**src/common/ioMap_consts.svh**
```systemverilog
`ifndef IOMAP_CONSTS_SVH
`define IOMAP_CONSTS_SVH

// Peripheral base addresses, registers are one word apart
`define IO_ADDR_HEX   32'hFFFFF000
`define IO_ADDR_LEDR  32'hFFFFF020
`define IO_ADDR_KEY   32'hFFFFF080
`define IO_ADDR_SW    32'hFFFFF090
`define IO_ADDR_TIMER 32'hFFFFF100

// Register offsets inside a window
`define REG_DATA 2'd0
`define REG_CTRL 2'd1
`define REG_TLIM 2'd1
`define REG_TCTL 2'd2

// Control/status bit positions
`define STAT_READY   0
`define STAT_OVERRUN 1
`define STAT_IRQ_EN  4

// Sample periods and timer tick, in clock cycles
`define KEY_SAMPLE_CYCLES 16
`define SW_SAMPLE_CYCLES  64
`define TIMER_TICK_CYCLES 50

// Hex display contents out of reset
`define HEX_RESET_VALUE 24'hFEDEAD

`endif

```
**src/common/ioPkg.sv**
```systemverilog
package ioPkg;

  // Wishbone side
  typedef logic [31:0] busAddr_t;
  typedef logic [31:0] busData_t;

  // Register index inside a peripheral window, taken from address bits 3:2
  typedef logic [1:0] regOffset_t;

  // Display payloads
  typedef logic [9:0]  ledData_t;
  typedef logic [23:0] hexDigits_t;

  // One digit, active low, segment g in bit 6
  typedef logic [6:0] segments_t;

  // Debounced board inputs
  typedef logic [3:0] keyData_t;
  typedef logic [9:0] swData_t;

  // Decoder targets
  typedef enum logic [2:0] {
    SEL_NONE,
    SEL_LEDR,
    SEL_HEX,
    SEL_KEY,
    SEL_SW,
    SEL_TIMER
  } periphSel_t;

endpackage

```
**src/verilog/wbDecoder.sv**
```systemverilog
`timescale 1ns/10ps
`include "ioMap_consts.svh"

module wbDecoder (
  input  logic               clk,
  input  logic               RESET,
  input  logic               cyc,
  input  logic               stb,
  input  logic               we,
  input  ioPkg::busAddr_t    adr,
  input  ioPkg::busData_t    datW,
  output ioPkg::busData_t    datR,
  output logic               ack,
  output ioPkg::busData_t    wrData,
  output ioPkg::regOffset_t  regOffset,
  output logic               ledrWrEn,
  output logic               hexWrEn,
  output logic               keyRdEn,
  output logic               keyWrEn,
  output logic               swRdEn,
  output logic               swWrEn,
  output logic               timerRdEn,
  output logic               timerWrEn,
  input  ioPkg::busData_t    ledrRd,
  input  ioPkg::busData_t    hexRd,
  input  ioPkg::busData_t    keyRd,
  input  ioPkg::busData_t    swRd,
  input  ioPkg::busData_t    timerRd
);

  import ioPkg::*;

  periphSel_t sel;
  busData_t   readWord;
  logic       xfer;

  // The cycle before ack rises, peripherals act on the ack edge
  assign xfer = cyc && stb && !ack;

  assign wrData    = datW;
  assign regOffset = adr[3:2];

  // Windows are 16 bytes, offsets outside a block's registers stay unmapped
  always_comb begin
    sel = SEL_NONE;
    if (adr[1:0] == 2'b00) begin
      case ({adr[31:4], 4'h0})
        `IO_ADDR_HEX:   sel = (regOffset == `REG_DATA) ? SEL_HEX : SEL_NONE;
        `IO_ADDR_LEDR:  sel = (regOffset == `REG_DATA) ? SEL_LEDR : SEL_NONE;
        `IO_ADDR_KEY:   sel = (regOffset <= `REG_CTRL) ? SEL_KEY : SEL_NONE;
        `IO_ADDR_SW:    sel = (regOffset <= `REG_CTRL) ? SEL_SW : SEL_NONE;
        `IO_ADDR_TIMER: sel = (regOffset <= `REG_TCTL) ? SEL_TIMER : SEL_NONE;
        default:        sel = SEL_NONE;
      endcase
    end
  end

  assign ledrWrEn  = xfer && we && (sel == SEL_LEDR);
  assign hexWrEn   = xfer && we && (sel == SEL_HEX);
  assign keyWrEn   = xfer && we && (sel == SEL_KEY);
  assign keyRdEn   = xfer && !we && (sel == SEL_KEY);
  assign swWrEn    = xfer && we && (sel == SEL_SW);
  assign swRdEn    = xfer && !we && (sel == SEL_SW);
  assign timerWrEn = xfer && we && (sel == SEL_TIMER);
  assign timerRdEn = xfer && !we && (sel == SEL_TIMER);

  always_comb begin
    case (sel)
      SEL_LEDR:  readWord = ledrRd;
      SEL_HEX:   readWord = hexRd;
      SEL_KEY:   readWord = keyRd;
      SEL_SW:    readWord = swRd;
      SEL_TIMER: readWord = timerRd;
      default:   readWord = '0;
    endcase
  end

  always_ff @(posedge clk or posedge RESET) begin
    if (RESET) begin
      ack <= 1'b0;
    end else begin
      ack <= xfer;
    end
  end

  // Read data held for the single ack cycle
  always_ff @(posedge clk) begin
    if (xfer) begin
      datR <= we ? '0 : readWord;
    end
  end

endmodule

```
**src/peripherals/displayRegs.sv**
```systemverilog
`timescale 1ns/10ps
`include "ioMap_consts.svh"

module displayRegs (
  input  logic              clk,
  input  logic              RESET,
  input  logic              ledrWrEn,
  input  logic              hexWrEn,
  input  ioPkg::busData_t   wrData,
  output ioPkg::busData_t   ledrRd,
  output ioPkg::busData_t   hexRd,
  output ioPkg::ledData_t   ledr,
  output ioPkg::segments_t  hex0,
  output ioPkg::segments_t  hex1,
  output ioPkg::segments_t  hex2,
  output ioPkg::segments_t  hex3,
  output ioPkg::segments_t  hex4,
  output ioPkg::segments_t  hex5
);

  import ioPkg::*;

  // Glyphs 0 to F, active low
  localparam segments_t SegTable [16] = '{
    7'b1000000, 7'b1111001, 7'b0100100, 7'b0110000,
    7'b0011001, 7'b0010010, 7'b0000010, 7'b1111000,
    7'b0000000, 7'b0010000, 7'b0001000, 7'b0000011,
    7'b1000110, 7'b0100001, 7'b0000110, 7'b0001110
  };

  ledData_t   ledReg;
  hexDigits_t hexReg;

  function automatic segments_t toSegments(input logic [3:0] nibble);
    return SegTable[nibble];
  endfunction

  always_ff @(posedge clk or posedge RESET) begin
    if (RESET) begin
      ledReg <= '0;
      hexReg <= `HEX_RESET_VALUE;
    end else begin
      if (ledrWrEn) begin
        ledReg <= wrData[$bits(ledData_t)-1:0];
      end
      if (hexWrEn) begin
        hexReg <= wrData[$bits(hexDigits_t)-1:0];
      end
    end
  end

  assign ledr   = ledReg;
  assign ledrRd = {{($bits(busData_t) - $bits(ledData_t)){1'b0}}, ledReg};
  assign hexRd  = {{($bits(busData_t) - $bits(hexDigits_t)){1'b0}}, hexReg};

  // Digit 0 is the rightmost, lowest nibble
  assign hex0 = toSegments(hexReg[3:0]);
  assign hex1 = toSegments(hexReg[7:4]);
  assign hex2 = toSegments(hexReg[11:8]);
  assign hex3 = toSegments(hexReg[15:12]);
  assign hex4 = toSegments(hexReg[19:16]);
  assign hex5 = toSegments(hexReg[23:20]);

endmodule

```
**src/peripherals/debouncedInput.sv**
```systemverilog
`timescale 1ns/10ps
`include "ioMap_consts.svh"

module debouncedInput #(
  parameter type payload_t    = ioPkg::keyData_t,
  parameter int  sampleCycles = 16
) (
  input  logic              clk,
  input  logic              RESET,
  input  payload_t          pins,
  input  logic              rdEn,
  input  logic              wrEn,
  input  ioPkg::regOffset_t regOffset,
  input  ioPkg::busData_t   wrData,
  output ioPkg::busData_t   rdData,
  output logic              irq
);

  import ioPkg::*;

  localparam int CountW = $clog2(sampleCycles);

  logic [CountW-1:0] periodCount;
  logic              sampleTick;
  payload_t          sampleNew;
  payload_t          sampleOld;
  payload_t          dataReg;
  logic              ready;
  logic              overrun;
  logic              irqEn;
  logic              dataRead;
  logic              ctrlWrite;
  logic              takeSample;
  busData_t          ctrlWord;

  assign sampleTick = (periodCount == CountW'(sampleCycles - 1));
  assign dataRead   = rdEn && (regOffset == `REG_DATA);
  assign ctrlWrite  = wrEn && (regOffset == `REG_CTRL);

  // Two agreeing samples that differ from the stored value
  assign takeSample = sampleTick && (sampleOld == sampleNew) && (dataReg != sampleNew);

  always_ff @(posedge clk or posedge RESET) begin
    if (RESET) begin
      periodCount <= '0;
      sampleNew   <= '0;
      sampleOld   <= '0;
      dataReg     <= '0;
      ready       <= 1'b0;
      overrun     <= 1'b0;
      irqEn       <= 1'b0;
    end else begin
      periodCount <= sampleTick ? '0 : periodCount + 1'b1;
      if (sampleTick) begin
        sampleNew <= pins;
        sampleOld <= sampleNew;
      end
      if (dataRead) begin
        ready <= 1'b0;
      end
      // A read on the same edge took the old value, so no overrun then
      if (takeSample) begin
        dataReg <= sampleNew;
        if (ready && !dataRead) begin
          overrun <= 1'b1;
        end else begin
          ready <= 1'b1;
        end
      end
      if (ctrlWrite) begin
        if (!wrData[`STAT_OVERRUN]) begin
          overrun <= 1'b0;
        end
        irqEn <= wrData[`STAT_IRQ_EN];
      end
    end
  end

  always_comb begin
    ctrlWord                = '0;
    ctrlWord[`STAT_READY]   = ready;
    ctrlWord[`STAT_OVERRUN] = overrun;
    ctrlWord[`STAT_IRQ_EN]  = irqEn;
  end

  always_comb begin
    rdData = '0;
    if (rdEn) begin
      if (regOffset == `REG_DATA) begin
        rdData[$bits(payload_t)-1:0] = dataReg;
      end else if (regOffset == `REG_CTRL) begin
        rdData = ctrlWord;
      end
    end
  end

  assign irq = ready && irqEn;

endmodule

```
**src/peripherals/intervalTimer.sv**
```systemverilog
`timescale 1ns/10ps
`include "ioMap_consts.svh"

module intervalTimer #(
  parameter int tickCycles = 50
) (
  input  logic              clk,
  input  logic              RESET,
  input  logic              rdEn,
  input  logic              wrEn,
  input  ioPkg::regOffset_t regOffset,
  input  ioPkg::busData_t   wrData,
  output ioPkg::busData_t   rdData,
  output logic              irq
);

  import ioPkg::*;

  localparam int PreW = $clog2(tickCycles);

  logic [PreW-1:0] preCount;
  logic            tick;
  busData_t        count;
  busData_t        limit;
  logic            ready;
  logic            overrun;
  logic            irqEn;
  logic            limitHit;
  busData_t        ctrlWord;

  assign tick = (preCount == PreW'(tickCycles - 1));

  // A zero limit leaves the timer free running
  assign limitHit = (limit != '0) && (count >= limit);

  always_ff @(posedge clk or posedge RESET) begin
    if (RESET) begin
      preCount <= '0;
      count    <= '0;
      limit    <= '0;
      ready    <= 1'b0;
      overrun  <= 1'b0;
      irqEn    <= 1'b0;
    end else begin
      preCount <= tick ? '0 : preCount + 1'b1;

      // Bus writes win over the limit wrap, which wins over the tick
      if (wrEn && (regOffset == `REG_TLIM)) begin
        limit <= wrData;
        count <= '0;
      end else if (wrEn && (regOffset == `REG_DATA)) begin
        count <= wrData;
      end else if (limitHit) begin
        count <= '0;
      end else if (tick) begin
        count <= count + 1'b1;
      end

      if (limitHit) begin
        if (ready) begin
          overrun <= 1'b1;
        end else begin
          ready <= 1'b1;
        end
      end

      // Written zeros clear the status bits
      if (wrEn && (regOffset == `REG_TCTL)) begin
        if (!wrData[`STAT_READY]) begin
          ready <= 1'b0;
        end
        if (!wrData[`STAT_OVERRUN]) begin
          overrun <= 1'b0;
        end
        irqEn <= wrData[`STAT_IRQ_EN];
      end
    end
  end

  always_comb begin
    ctrlWord                = '0;
    ctrlWord[`STAT_READY]   = ready;
    ctrlWord[`STAT_OVERRUN] = overrun;
    ctrlWord[`STAT_IRQ_EN]  = irqEn;
  end

  always_comb begin
    rdData = '0;
    if (rdEn) begin
      case (regOffset)
        `REG_DATA: rdData = count;
        `REG_TLIM: rdData = limit;
        `REG_TCTL: rdData = ctrlWord;
        default:   rdData = '0;
      endcase
    end
  end

  assign irq = ready && irqEn;

endmodule

```
**src/verilog/ioSubsystem.sv**
```systemverilog
`timescale 1ns/10ps
`include "ioMap_consts.svh"

module ioSubsystem (
  input  logic             clk,
  input  logic             RESET,
  input  logic             cyc,
  input  logic             stb,
  input  logic             we,
  input  ioPkg::busAddr_t  adr,
  input  ioPkg::busData_t  datW,
  output ioPkg::busData_t  datR,
  output logic             ack,
  input  ioPkg::keyData_t  key,
  input  ioPkg::swData_t   sw,
  output ioPkg::ledData_t  ledr,
  output ioPkg::segments_t hex0,
  output ioPkg::segments_t hex1,
  output ioPkg::segments_t hex2,
  output ioPkg::segments_t hex3,
  output ioPkg::segments_t hex4,
  output ioPkg::segments_t hex5,
  output logic             keyIrq,
  output logic             swIrq,
  output logic             timerIrq
);

  import ioPkg::*;

  busData_t   wrData;
  regOffset_t regOffset;
  logic       ledrWrEn;
  logic       hexWrEn;
  logic       keyRdEn;
  logic       keyWrEn;
  logic       swRdEn;
  logic       swWrEn;
  logic       timerRdEn;
  logic       timerWrEn;
  busData_t   ledrRd;
  busData_t   hexRd;
  busData_t   keyRd;
  busData_t   swRd;
  busData_t   timerRd;

  wbDecoder wbDecoder_i (
    .clk       (clk),
    .RESET     (RESET),
    .cyc       (cyc),
    .stb       (stb),
    .we        (we),
    .adr       (adr),
    .datW      (datW),
    .datR      (datR),
    .ack       (ack),
    .wrData    (wrData),
    .regOffset (regOffset),
    .ledrWrEn  (ledrWrEn),
    .hexWrEn   (hexWrEn),
    .keyRdEn   (keyRdEn),
    .keyWrEn   (keyWrEn),
    .swRdEn    (swRdEn),
    .swWrEn    (swWrEn),
    .timerRdEn (timerRdEn),
    .timerWrEn (timerWrEn),
    .ledrRd    (ledrRd),
    .hexRd     (hexRd),
    .keyRd     (keyRd),
    .swRd      (swRd),
    .timerRd   (timerRd)
  );

  displayRegs displayRegs_i (
    .clk      (clk),
    .RESET    (RESET),
    .ledrWrEn (ledrWrEn),
    .hexWrEn  (hexWrEn),
    .wrData   (wrData),
    .ledrRd   (ledrRd),
    .hexRd    (hexRd),
    .ledr     (ledr),
    .hex0     (hex0),
    .hex1     (hex1),
    .hex2     (hex2),
    .hex3     (hex3),
    .hex4     (hex4),
    .hex5     (hex5)
  );

  // Keys are active low on the board, stored as pressed = 1
  debouncedInput #(
    .payload_t    (keyData_t),
    .sampleCycles (`KEY_SAMPLE_CYCLES)
  ) keyPort (
    .clk       (clk),
    .RESET     (RESET),
    .pins      (~key),
    .rdEn      (keyRdEn),
    .wrEn      (keyWrEn),
    .regOffset (regOffset),
    .wrData    (wrData),
    .rdData    (keyRd),
    .irq       (keyIrq)
  );

  debouncedInput #(
    .payload_t    (swData_t),
    .sampleCycles (`SW_SAMPLE_CYCLES)
  ) swPort (
    .clk       (clk),
    .RESET     (RESET),
    .pins      (sw),
    .rdEn      (swRdEn),
    .wrEn      (swWrEn),
    .regOffset (regOffset),
    .wrData    (wrData),
    .rdData    (swRd),
    .irq       (swIrq)
  );

  intervalTimer #(
    .tickCycles (`TIMER_TICK_CYCLES)
  ) intervalTimer_i (
    .clk       (clk),
    .RESET     (RESET),
    .rdEn      (timerRdEn),
    .wrEn      (timerWrEn),
    .regOffset (regOffset),
    .wrData    (wrData),
    .rdData    (timerRd),
    .irq       (timerIrq)
  );

endmodule

```
**config.mk**
```make
export PLATFORM = sky130hd
export DESIGN_NAME = ioSubsystem
export DESIGN_NICKNAME = d
export VERILOG_FILES = /design/src/common/ioPkg.sv /design/src/verilog/wbDecoder.sv /design/src/peripherals/displayRegs.sv /design/src/peripherals/debouncedInput.sv /design/src/peripherals/intervalTimer.sv /design/src/verilog/ioSubsystem.sv
export VERILOG_INCLUDE_DIRS = /design/src /design/src/common
export SDC_FILE = /design/constraint.sdc
export NUM_CORES = 1
export LEC_CHECK = 0
export BUFFER_PORTS_ARGS = -buffer_cell sky130_fd_sc_hd__buf_2
export CORE_UTILIZATION = 50
export CTS_BUF_LIST = sky130_fd_sc_hd__clkbuf_2
export DETAILED_ROUTE_END_ITERATION = 7
export PLACE_DENSITY = 0.74
export SETUP_SLACK_MARGIN = 0.4
export SLEW_MARGIN = 20
export SYNTH_ARGS = -nofsm -noshare
export SYNTH_HDL_FRONTEND = slang
export SYNTH_SLANG_ARGS = --single-unit
export TNS_END_PERCENT = 1
```
**constraint.sdc**
```tcl
create_clock -name clk -period 8 [get_ports clk]
set_input_delay 1.6 -clock clk [delete_from_list [all_inputs] [get_ports clk]]
set_output_delay 1.6 -clock clk [all_outputs]
set_load 0.005 [all_outputs]
```
# Yosys cells after proc, flatten, opt, wreduce, memory -nomap -nowiden

Memory sizes are Yosys's and may differ from the RTL's.
Cells that the tools add are included.
W data, S select, Z words.

Bits in registers: 198
Latch bits: 0
Bits in writable memories: 0
Bits in read-only memories: 672
Bits of input ports: 83
Output and inout port bits: 88
Word-level logic and storage cells: 163
Memories: 6

Memory list:

| name            | depth | bits a word | rd ports | clocked after memory_dff | wr ports | RTL line          | text |
|---|---|---|---|---|---|---|---|
| (no name shown) | 16    | 7           | 1        | 0                        | 0        | displayRegs.sv:35 | `return SegTable[nibble];` |
| (no name shown) | 16    | 7           | 1        | 0                        | 0        | displayRegs.sv:35 |  |
| (no name shown) | 16    | 7           | 1        | 0                        | 0        | displayRegs.sv:35 |  |
| (no name shown) | 16    | 7           | 1        | 0                        | 0        | displayRegs.sv:35 |  |
| (no name shown) | 16    | 7           | 1        | 0                        | 0        | displayRegs.sv:35 |  |
| (no name shown) | 16    | 7           | 1        | 0                        | 0        | displayRegs.sv:35 |  |

$add $sub $neg: 4
$mul: 0
Divide/modulo/power cells: 0
Magnitude comparators: 9
Equality and inequality tests: 19
Shift-type cells: 0
Muxes and demuxes: 57
Bitwise operators: 7
Reductions and logical operators: 37

Operators with widths:

| kind                    | count |
|---|---|
| $mux W32                | 7 |
| $pmux W32 S5            | 1 |
| $eq A28 B28 Y1 const B  | 5 |
| $pmux W32 S3            | 1 |
| $mux W7                 | 12 |
| $add A32 B1 Y32 const B | 1 |
| $ge A32 B32 Y1          | 1 |
| $reduce_bool A32 Y1     | 1 |
| $ge A5 B5 Y1 const B    | 6 |
| $not A4 Y5              | 6 |
| $logic_and A1 B1 Y1     | 29 |
| $mux W1                 | 23 |
| $pmux W3 S5             | 1 |
| $add A6 B1 Y6 const B   | 2 |
| $eq A6 B6 Y1 const B    | 2 |
| $mux W6                 | 2 |
| $eq A10 B10 Y1          | 1 |
| $mux W10                | 1 |
| $mux W5                 | 2 |
| $ne A10 B10 Y1          | 1 |
| $mux W3                 | 3 |
| $mux W4                 | 2 |
| $eq A3 B2 Y1 const B    | 2 |
| $eq A3 B3 Y1 const B    | 2 |
| 14 further kinds        | 19 |

# Logic depth before layout (Yosys ltp)

Depth after elaboration: 13
Mapped depth: 11
Depth with buffers taken out: 9

# Cells and area by module

From an unflattened synthesis, not the netlist that was laid out.

Cell total of the unflattened synthesis: 1414
Area total of the unflattened synthesis: 13997.2 um^2

By module, submodules not included:

| module                    | times used | cells each | area an instance (um^2) | sequential area each (um^2) |
|---|---|---|---|---|
| intervalTimer             | 1          | 517        | 4790.8                  | 1826.8 |
| displayRegs               | 1          | 317        | 3174.3                  | 873.3 |
| wbDecoder                 | 1          | 313        | 2872.8                  | 985.9 |
| debouncedInput at swPort  | 1          | 162        | 2003.2                  | 975.9 |
| debouncedInput at keyPort | 1          | 101        | 1141.1                  | 475.5 |
| ioSubsystem               | 1          | 4          | 15.0                    | 0.0 |

# Worst setup path after synthesis

OpenSTA, ideal clock, no wires.

Kind: input to register
From: input cyc
To: register intervalTimer_i.limit[10]
Data arrival time: 4517 ps
Data required time: 7875 ps
Setup slack: 3358 ps
Stages: 8
Path buffers: 2
Cell sequence: nand2_1 nor2_1 and2_1 nand3_1 or3_1 buf_2 buf_6 mux2_4

Word-level cells in the longest chain between the ends: 5

Ends and longest elaborated chain:

| what                              | RTL line            | text |
|---|---|---|
| start: declaration                | ioSubsystem.sv:7    | `input logic cyc,` |
| $logic_and A1 B1 Y1 (2 in series) | wbDecoder.sv:38     | `assign xfer = cyc && stb && !ack;` |
| named net wbDecoder_i.xfer        | wbDecoder.sv:35     | `logic xfer;` |
| $logic_and A1 B1 Y1 (2 in series) | wbDecoder.sv:64     | `assign timerWrEn = xfer && we && (sel == SEL_TIMER);` |
| $logic_and A1 B1 Y1               | intervalTimer.sv:48 | `` if (wrEn && (regOffset == `REG_TLIM)) begin `` |
| end signal: assignment            | intervalTimer.sv:49 | `limit <= wrData;` |
| end: declaration                  | intervalTimer.sv:24 | `busData_t limit;` |

The timed path passes the listed nets, and every way through them passes these cells.
A chain may end at the register's enable or synchronous reset.

# Worst setup path after layout

From: register displayRegs_i.hexReg[0]
To: output hex0[3]

Word-level cells in the longest chain between the ends: 4

Ends and longest elaborated chain:

| what                                        | RTL line          | text |
|---|---|---|
| start: declaration                          | displayRegs.sv:32 | `hexDigits_t hexReg;` |
| start signal: assignment                    | displayRegs.sv:41 | `` hexReg <= `HEX_RESET_VALUE; `` |
| start signal: assignment                    | displayRegs.sv:47 | `hexReg <= wrData[$bits(hexDigits_t)-1:0];` |
| $not A4 Y5 (implied by the code)            | displayRegs.sv:35 |  |
| $mem_v2 Z16 W7                              | --                |  |
| $mux W7 (implied by the code) (2 in series) | displayRegs.sv:35 |  |
| end: declaration                            | ioSubsystem.sv:17 | `output ioPkg::segments_t hex0,` |

No other way between the ends. The select of a mux whose other input is x is not followed.

==> flow_metrics.env <==
export IMPL_drive_gt1_share_pct=27.9
export IMPL_fin_worst_skew_ns=0.0381
export IMPL_path_max_fanout=6
export IMPL_vias_per_cell=5.55
export IMPL_syn_area_per_cell_sq_um=10.4
export IMPL_cts_sinks=198
export IMPL_drtAntennaViolNets=0
export IMPL_met2_usage_pct=38.7
export IMPL_fin_crit_sh_pct=51.7
export IMPL_startpoint_type="flop"
export IMPL_synth_top_cells_by_count="dfrtp_1 (148), nand2_1 (117), nor2_1 (84)"
export IMPL_grt_use_met1_pct=31.2
export IMPL_dpl_hpwl_mm=19.5
export IMPL_synth_cell_type_count=70
export IMPL_cts_clk_slew_worst_paths_ns=0.27
export IMPL_drcViolationCount=0
export IMPL_outcome="finished clean"
export IMPL_io_buffers=170
export IMPL_cts_path_max_buffers=2
export IMPL_clk_latency_ns=0.79
export IMPL_slew_viol_final=0
export IMPL_finalCriticalPeriod_ns=4.13
export IMPL_htree_num_levels=4
export IMPL_fmaxAchievable_mhz=242
export IMPL_gp_congestion=0.851
export IMPL_setup_violations=0
export IMPL_crit_arrival_ns=2.53
export IMPL_cts_repair_resized=0
export IMPL_worstSetupPathType="reg -> out"
export IMPL_holdWs_ns=0.502
export IMPL_synthTopCellsByArea="dfrtp_1 (31%), edfxtp_1 (8.2%), ha_1 (7.8%)"
export IMPL_initial_core_util_pct=51.6
export IMPL_cts_hold_buf=0
export IMPL_worst_pin_slew_ns=1.07
export IMPL_fin_setup_tns_ns=0
export IMPL_grt_pass1_vias=8667
export IMPL_numCtsBuffers=17
export IMPL_power_total_uw=1580
export IMPL_antenna_found_initial=1
export IMPL_async_flop_share_pct=83.8
export IMPL_fillers=1996
export IMPL_p_comb_share_pct=5.2
export IMPL_end_kind="output pin"
export IMPL_synth_seq_cells=198
export IMPL_synth_top_cell_by_area="dfrtp_1"
export IMPL_min_path_type="reg -> reg"
export IMPL_vias=8897
export IMPL_die_w_microns=156
export IMPL_relSlewSlack_pct=28.1
export IMPL_p_leak_uw=0.00601
export IMPL_vdd_drop_max_v=0.0000884
export IMPL_crit_required_ns=6.40
export IMPL_dieArea_sq_um=24200
export IMPL_synth_edf_count=32
export IMPL_ys_flop_type="dfrtp_1"
export IMPL_final_hold_viol_count=0
export IMPL_dieHeight_microns=156
export IMPL_rsz0062_at_grt="false"
export IMPL_grt_first_pass_wirelength_mm=44.5
export IMPL_grt_use_total_pct=23.3
export IMPL_synth_nets=1285
export IMPL_dr_pass1_iters=5
export IMPL_clockPowerShare_pct=29.0
export IMPL_utilization_pct=57.3
export IMPL_grt_overflow_total=0
export IMPL_cts_tree="done"
export IMPL_syn_to_final_growth_pct=11.1
export IMPL_p_int_uw=1150
export IMPL_wl_mm=27.1
export IMPL_synth_top_area_share_pct=31.4
export IMPL_p_seq_share_pct=65.8
export IMPL_first_iter_violations=844
export IMPL_core_sq_um=22800
export IMPL_yosysSeqAreaShare_pct=43.6
export IMPL_cts_root_buf="clkbuf_2"
export IMPL_ys_warn_count=0
export IMPL_io_pins=171
export IMPL_cap_violations=0
export IMPL_grt_busiest_layer="met2"
export IMPL_rows=55
export IMPL_postCtsSetupBuffers=0
export IMPL_synth_most_common_cell="dfrtp_1"
export IMPL_power_density_nw_per_um2=121
export IMPL_wl_per_cell_microns=16.9
export IMPL_nets=1430
export IMPL_met3_usage_pct=3.84
export IMPL_switching_share_pct=26.9
export IMPL_syn_inst=1129
export IMPL_netlist_area_sq_um=11800
export IMPL_p_sw_uw=424
export IMPL_grt_max_degree=100
## power groups by stage
stage | clock (uW) | combinational, uW | sequential (uW)
detailed placement | 0 | 83.4 | 1050
global route | 514 | 91.0 | 1040
global placement | 0 | 82.2 | 1050
floorplan | 0 | 38.0 | 1050
CTS | 468 | 83.6 | 1040
finish | 458 | 82.1 | 1040
## worst max-delay path: stages, from the launching register on
cell     delay [ns]
dfstp_2        0.68
inv_1          0.14
ha_1           0.31
inv_1          0.05
mux4_2         0.45
buf_2          0.14
## cells by family after synthesis
logic type / after synthesis / synth area share (%)
adder cells (fa/ha/maj): 73 / 7.75
AO/OA/AOI/OAI: 193 / 10.5
flip-flops: 198 / 43.6
multiplexers: 146 / 15.1
AND/OR/NAND/NOR: 337 / 14.1
XOR/XNOR: 66 / 4.91
buffers and inverters: 116 / 4.09
## final cells by class
type	instances	area, sq um	area share [%]
antenna	2	5.00	0.0382
inverter	62	238	1.82
tap	313	392	2.99
clock buffer	17	85.1	0.650
timing repair buffer	180	926	7.07
multi-input combinational	815	6180	47.2
clock inverter	15	121	0.927
sequential	198	5140	39.3
## stage by stage
stage / cell area (sq um) / setup WS, ns / cells
after floorplan: 11800 / 1.94 / 1129
after global placement: 12900 / 3.36 / 1568
after detailed placement: 12900 / 3.25 / 1568
after CTS: 13100 / 3.80 / 1600
after global routing: 13100 / 3.70 / 1602
final: 13100 / 3.87 / 1602
## placed cells by master, fill, tap and decap left out, drive strengths merged, types with 17 or more instances in the layout
cell and count:
o21ai 77, nand3 21, inv 69, buf 180, ha 73, nor4 20, mux2i 27, nand2 118
xnor2 34, nand4 23, dfstp 18, nor2 84, a21oi 35, mux2 114, edfxtp 32, xor2 32
clkbuf 17, dfrtp 148
## worst paths after layout
| path | start | endpoint | slack, ns | cells past startpoint |
|---|---|---|---|---|
| setup / recovery | displayRegs_i.hexReg[0] | hex0[3] | 3.87 | 5 |
| hold / removal | swPort.periodCount[4] | swPort.periodCount[4] | 0.50 | 1 |
| setup reg to reg | wbDecoder_i.ack | intervalTimer_i.limit[10] | 4.94 | 5 |
| hold reg to reg | swPort.periodCount[4] | swPort.periodCount[4] | 0.50 | 1 |
| max in group asynchronous | RESET | displayRegs_i.hexReg[16] | 5.60 | 3 |
| min in group asynchronous | RESET | keyPort.periodCount[0] | 0.93 | 2 |
## per-layer routing
layer	up-vias	wire [microns]
met5	-	0
met4	0	581
met3	44	1160
met2	230	13100
met1	4325	12300
li1	4298	-
## flip-flops by register name, summed over array words and instances (netlist names), 4 cells and up
register and cells:
intervalTimer_i.count 32, keyPort.sampleNew 4, swPort.periodCount 6, swPort.dataReg 10
displayRegs_i.ledr 10, keyPort.dataReg 4, swPort.sampleOld 10, keyPort.sampleOld 4
wbDecoder_i.datR 32, intervalTimer_i.preCount 6, displayRegs_i.hexReg 24, intervalTimer_i.limit 32
keyPort.periodCount 4, swPort.sampleNew 10
Note: power is estimated with default switching activity, not from simulation.
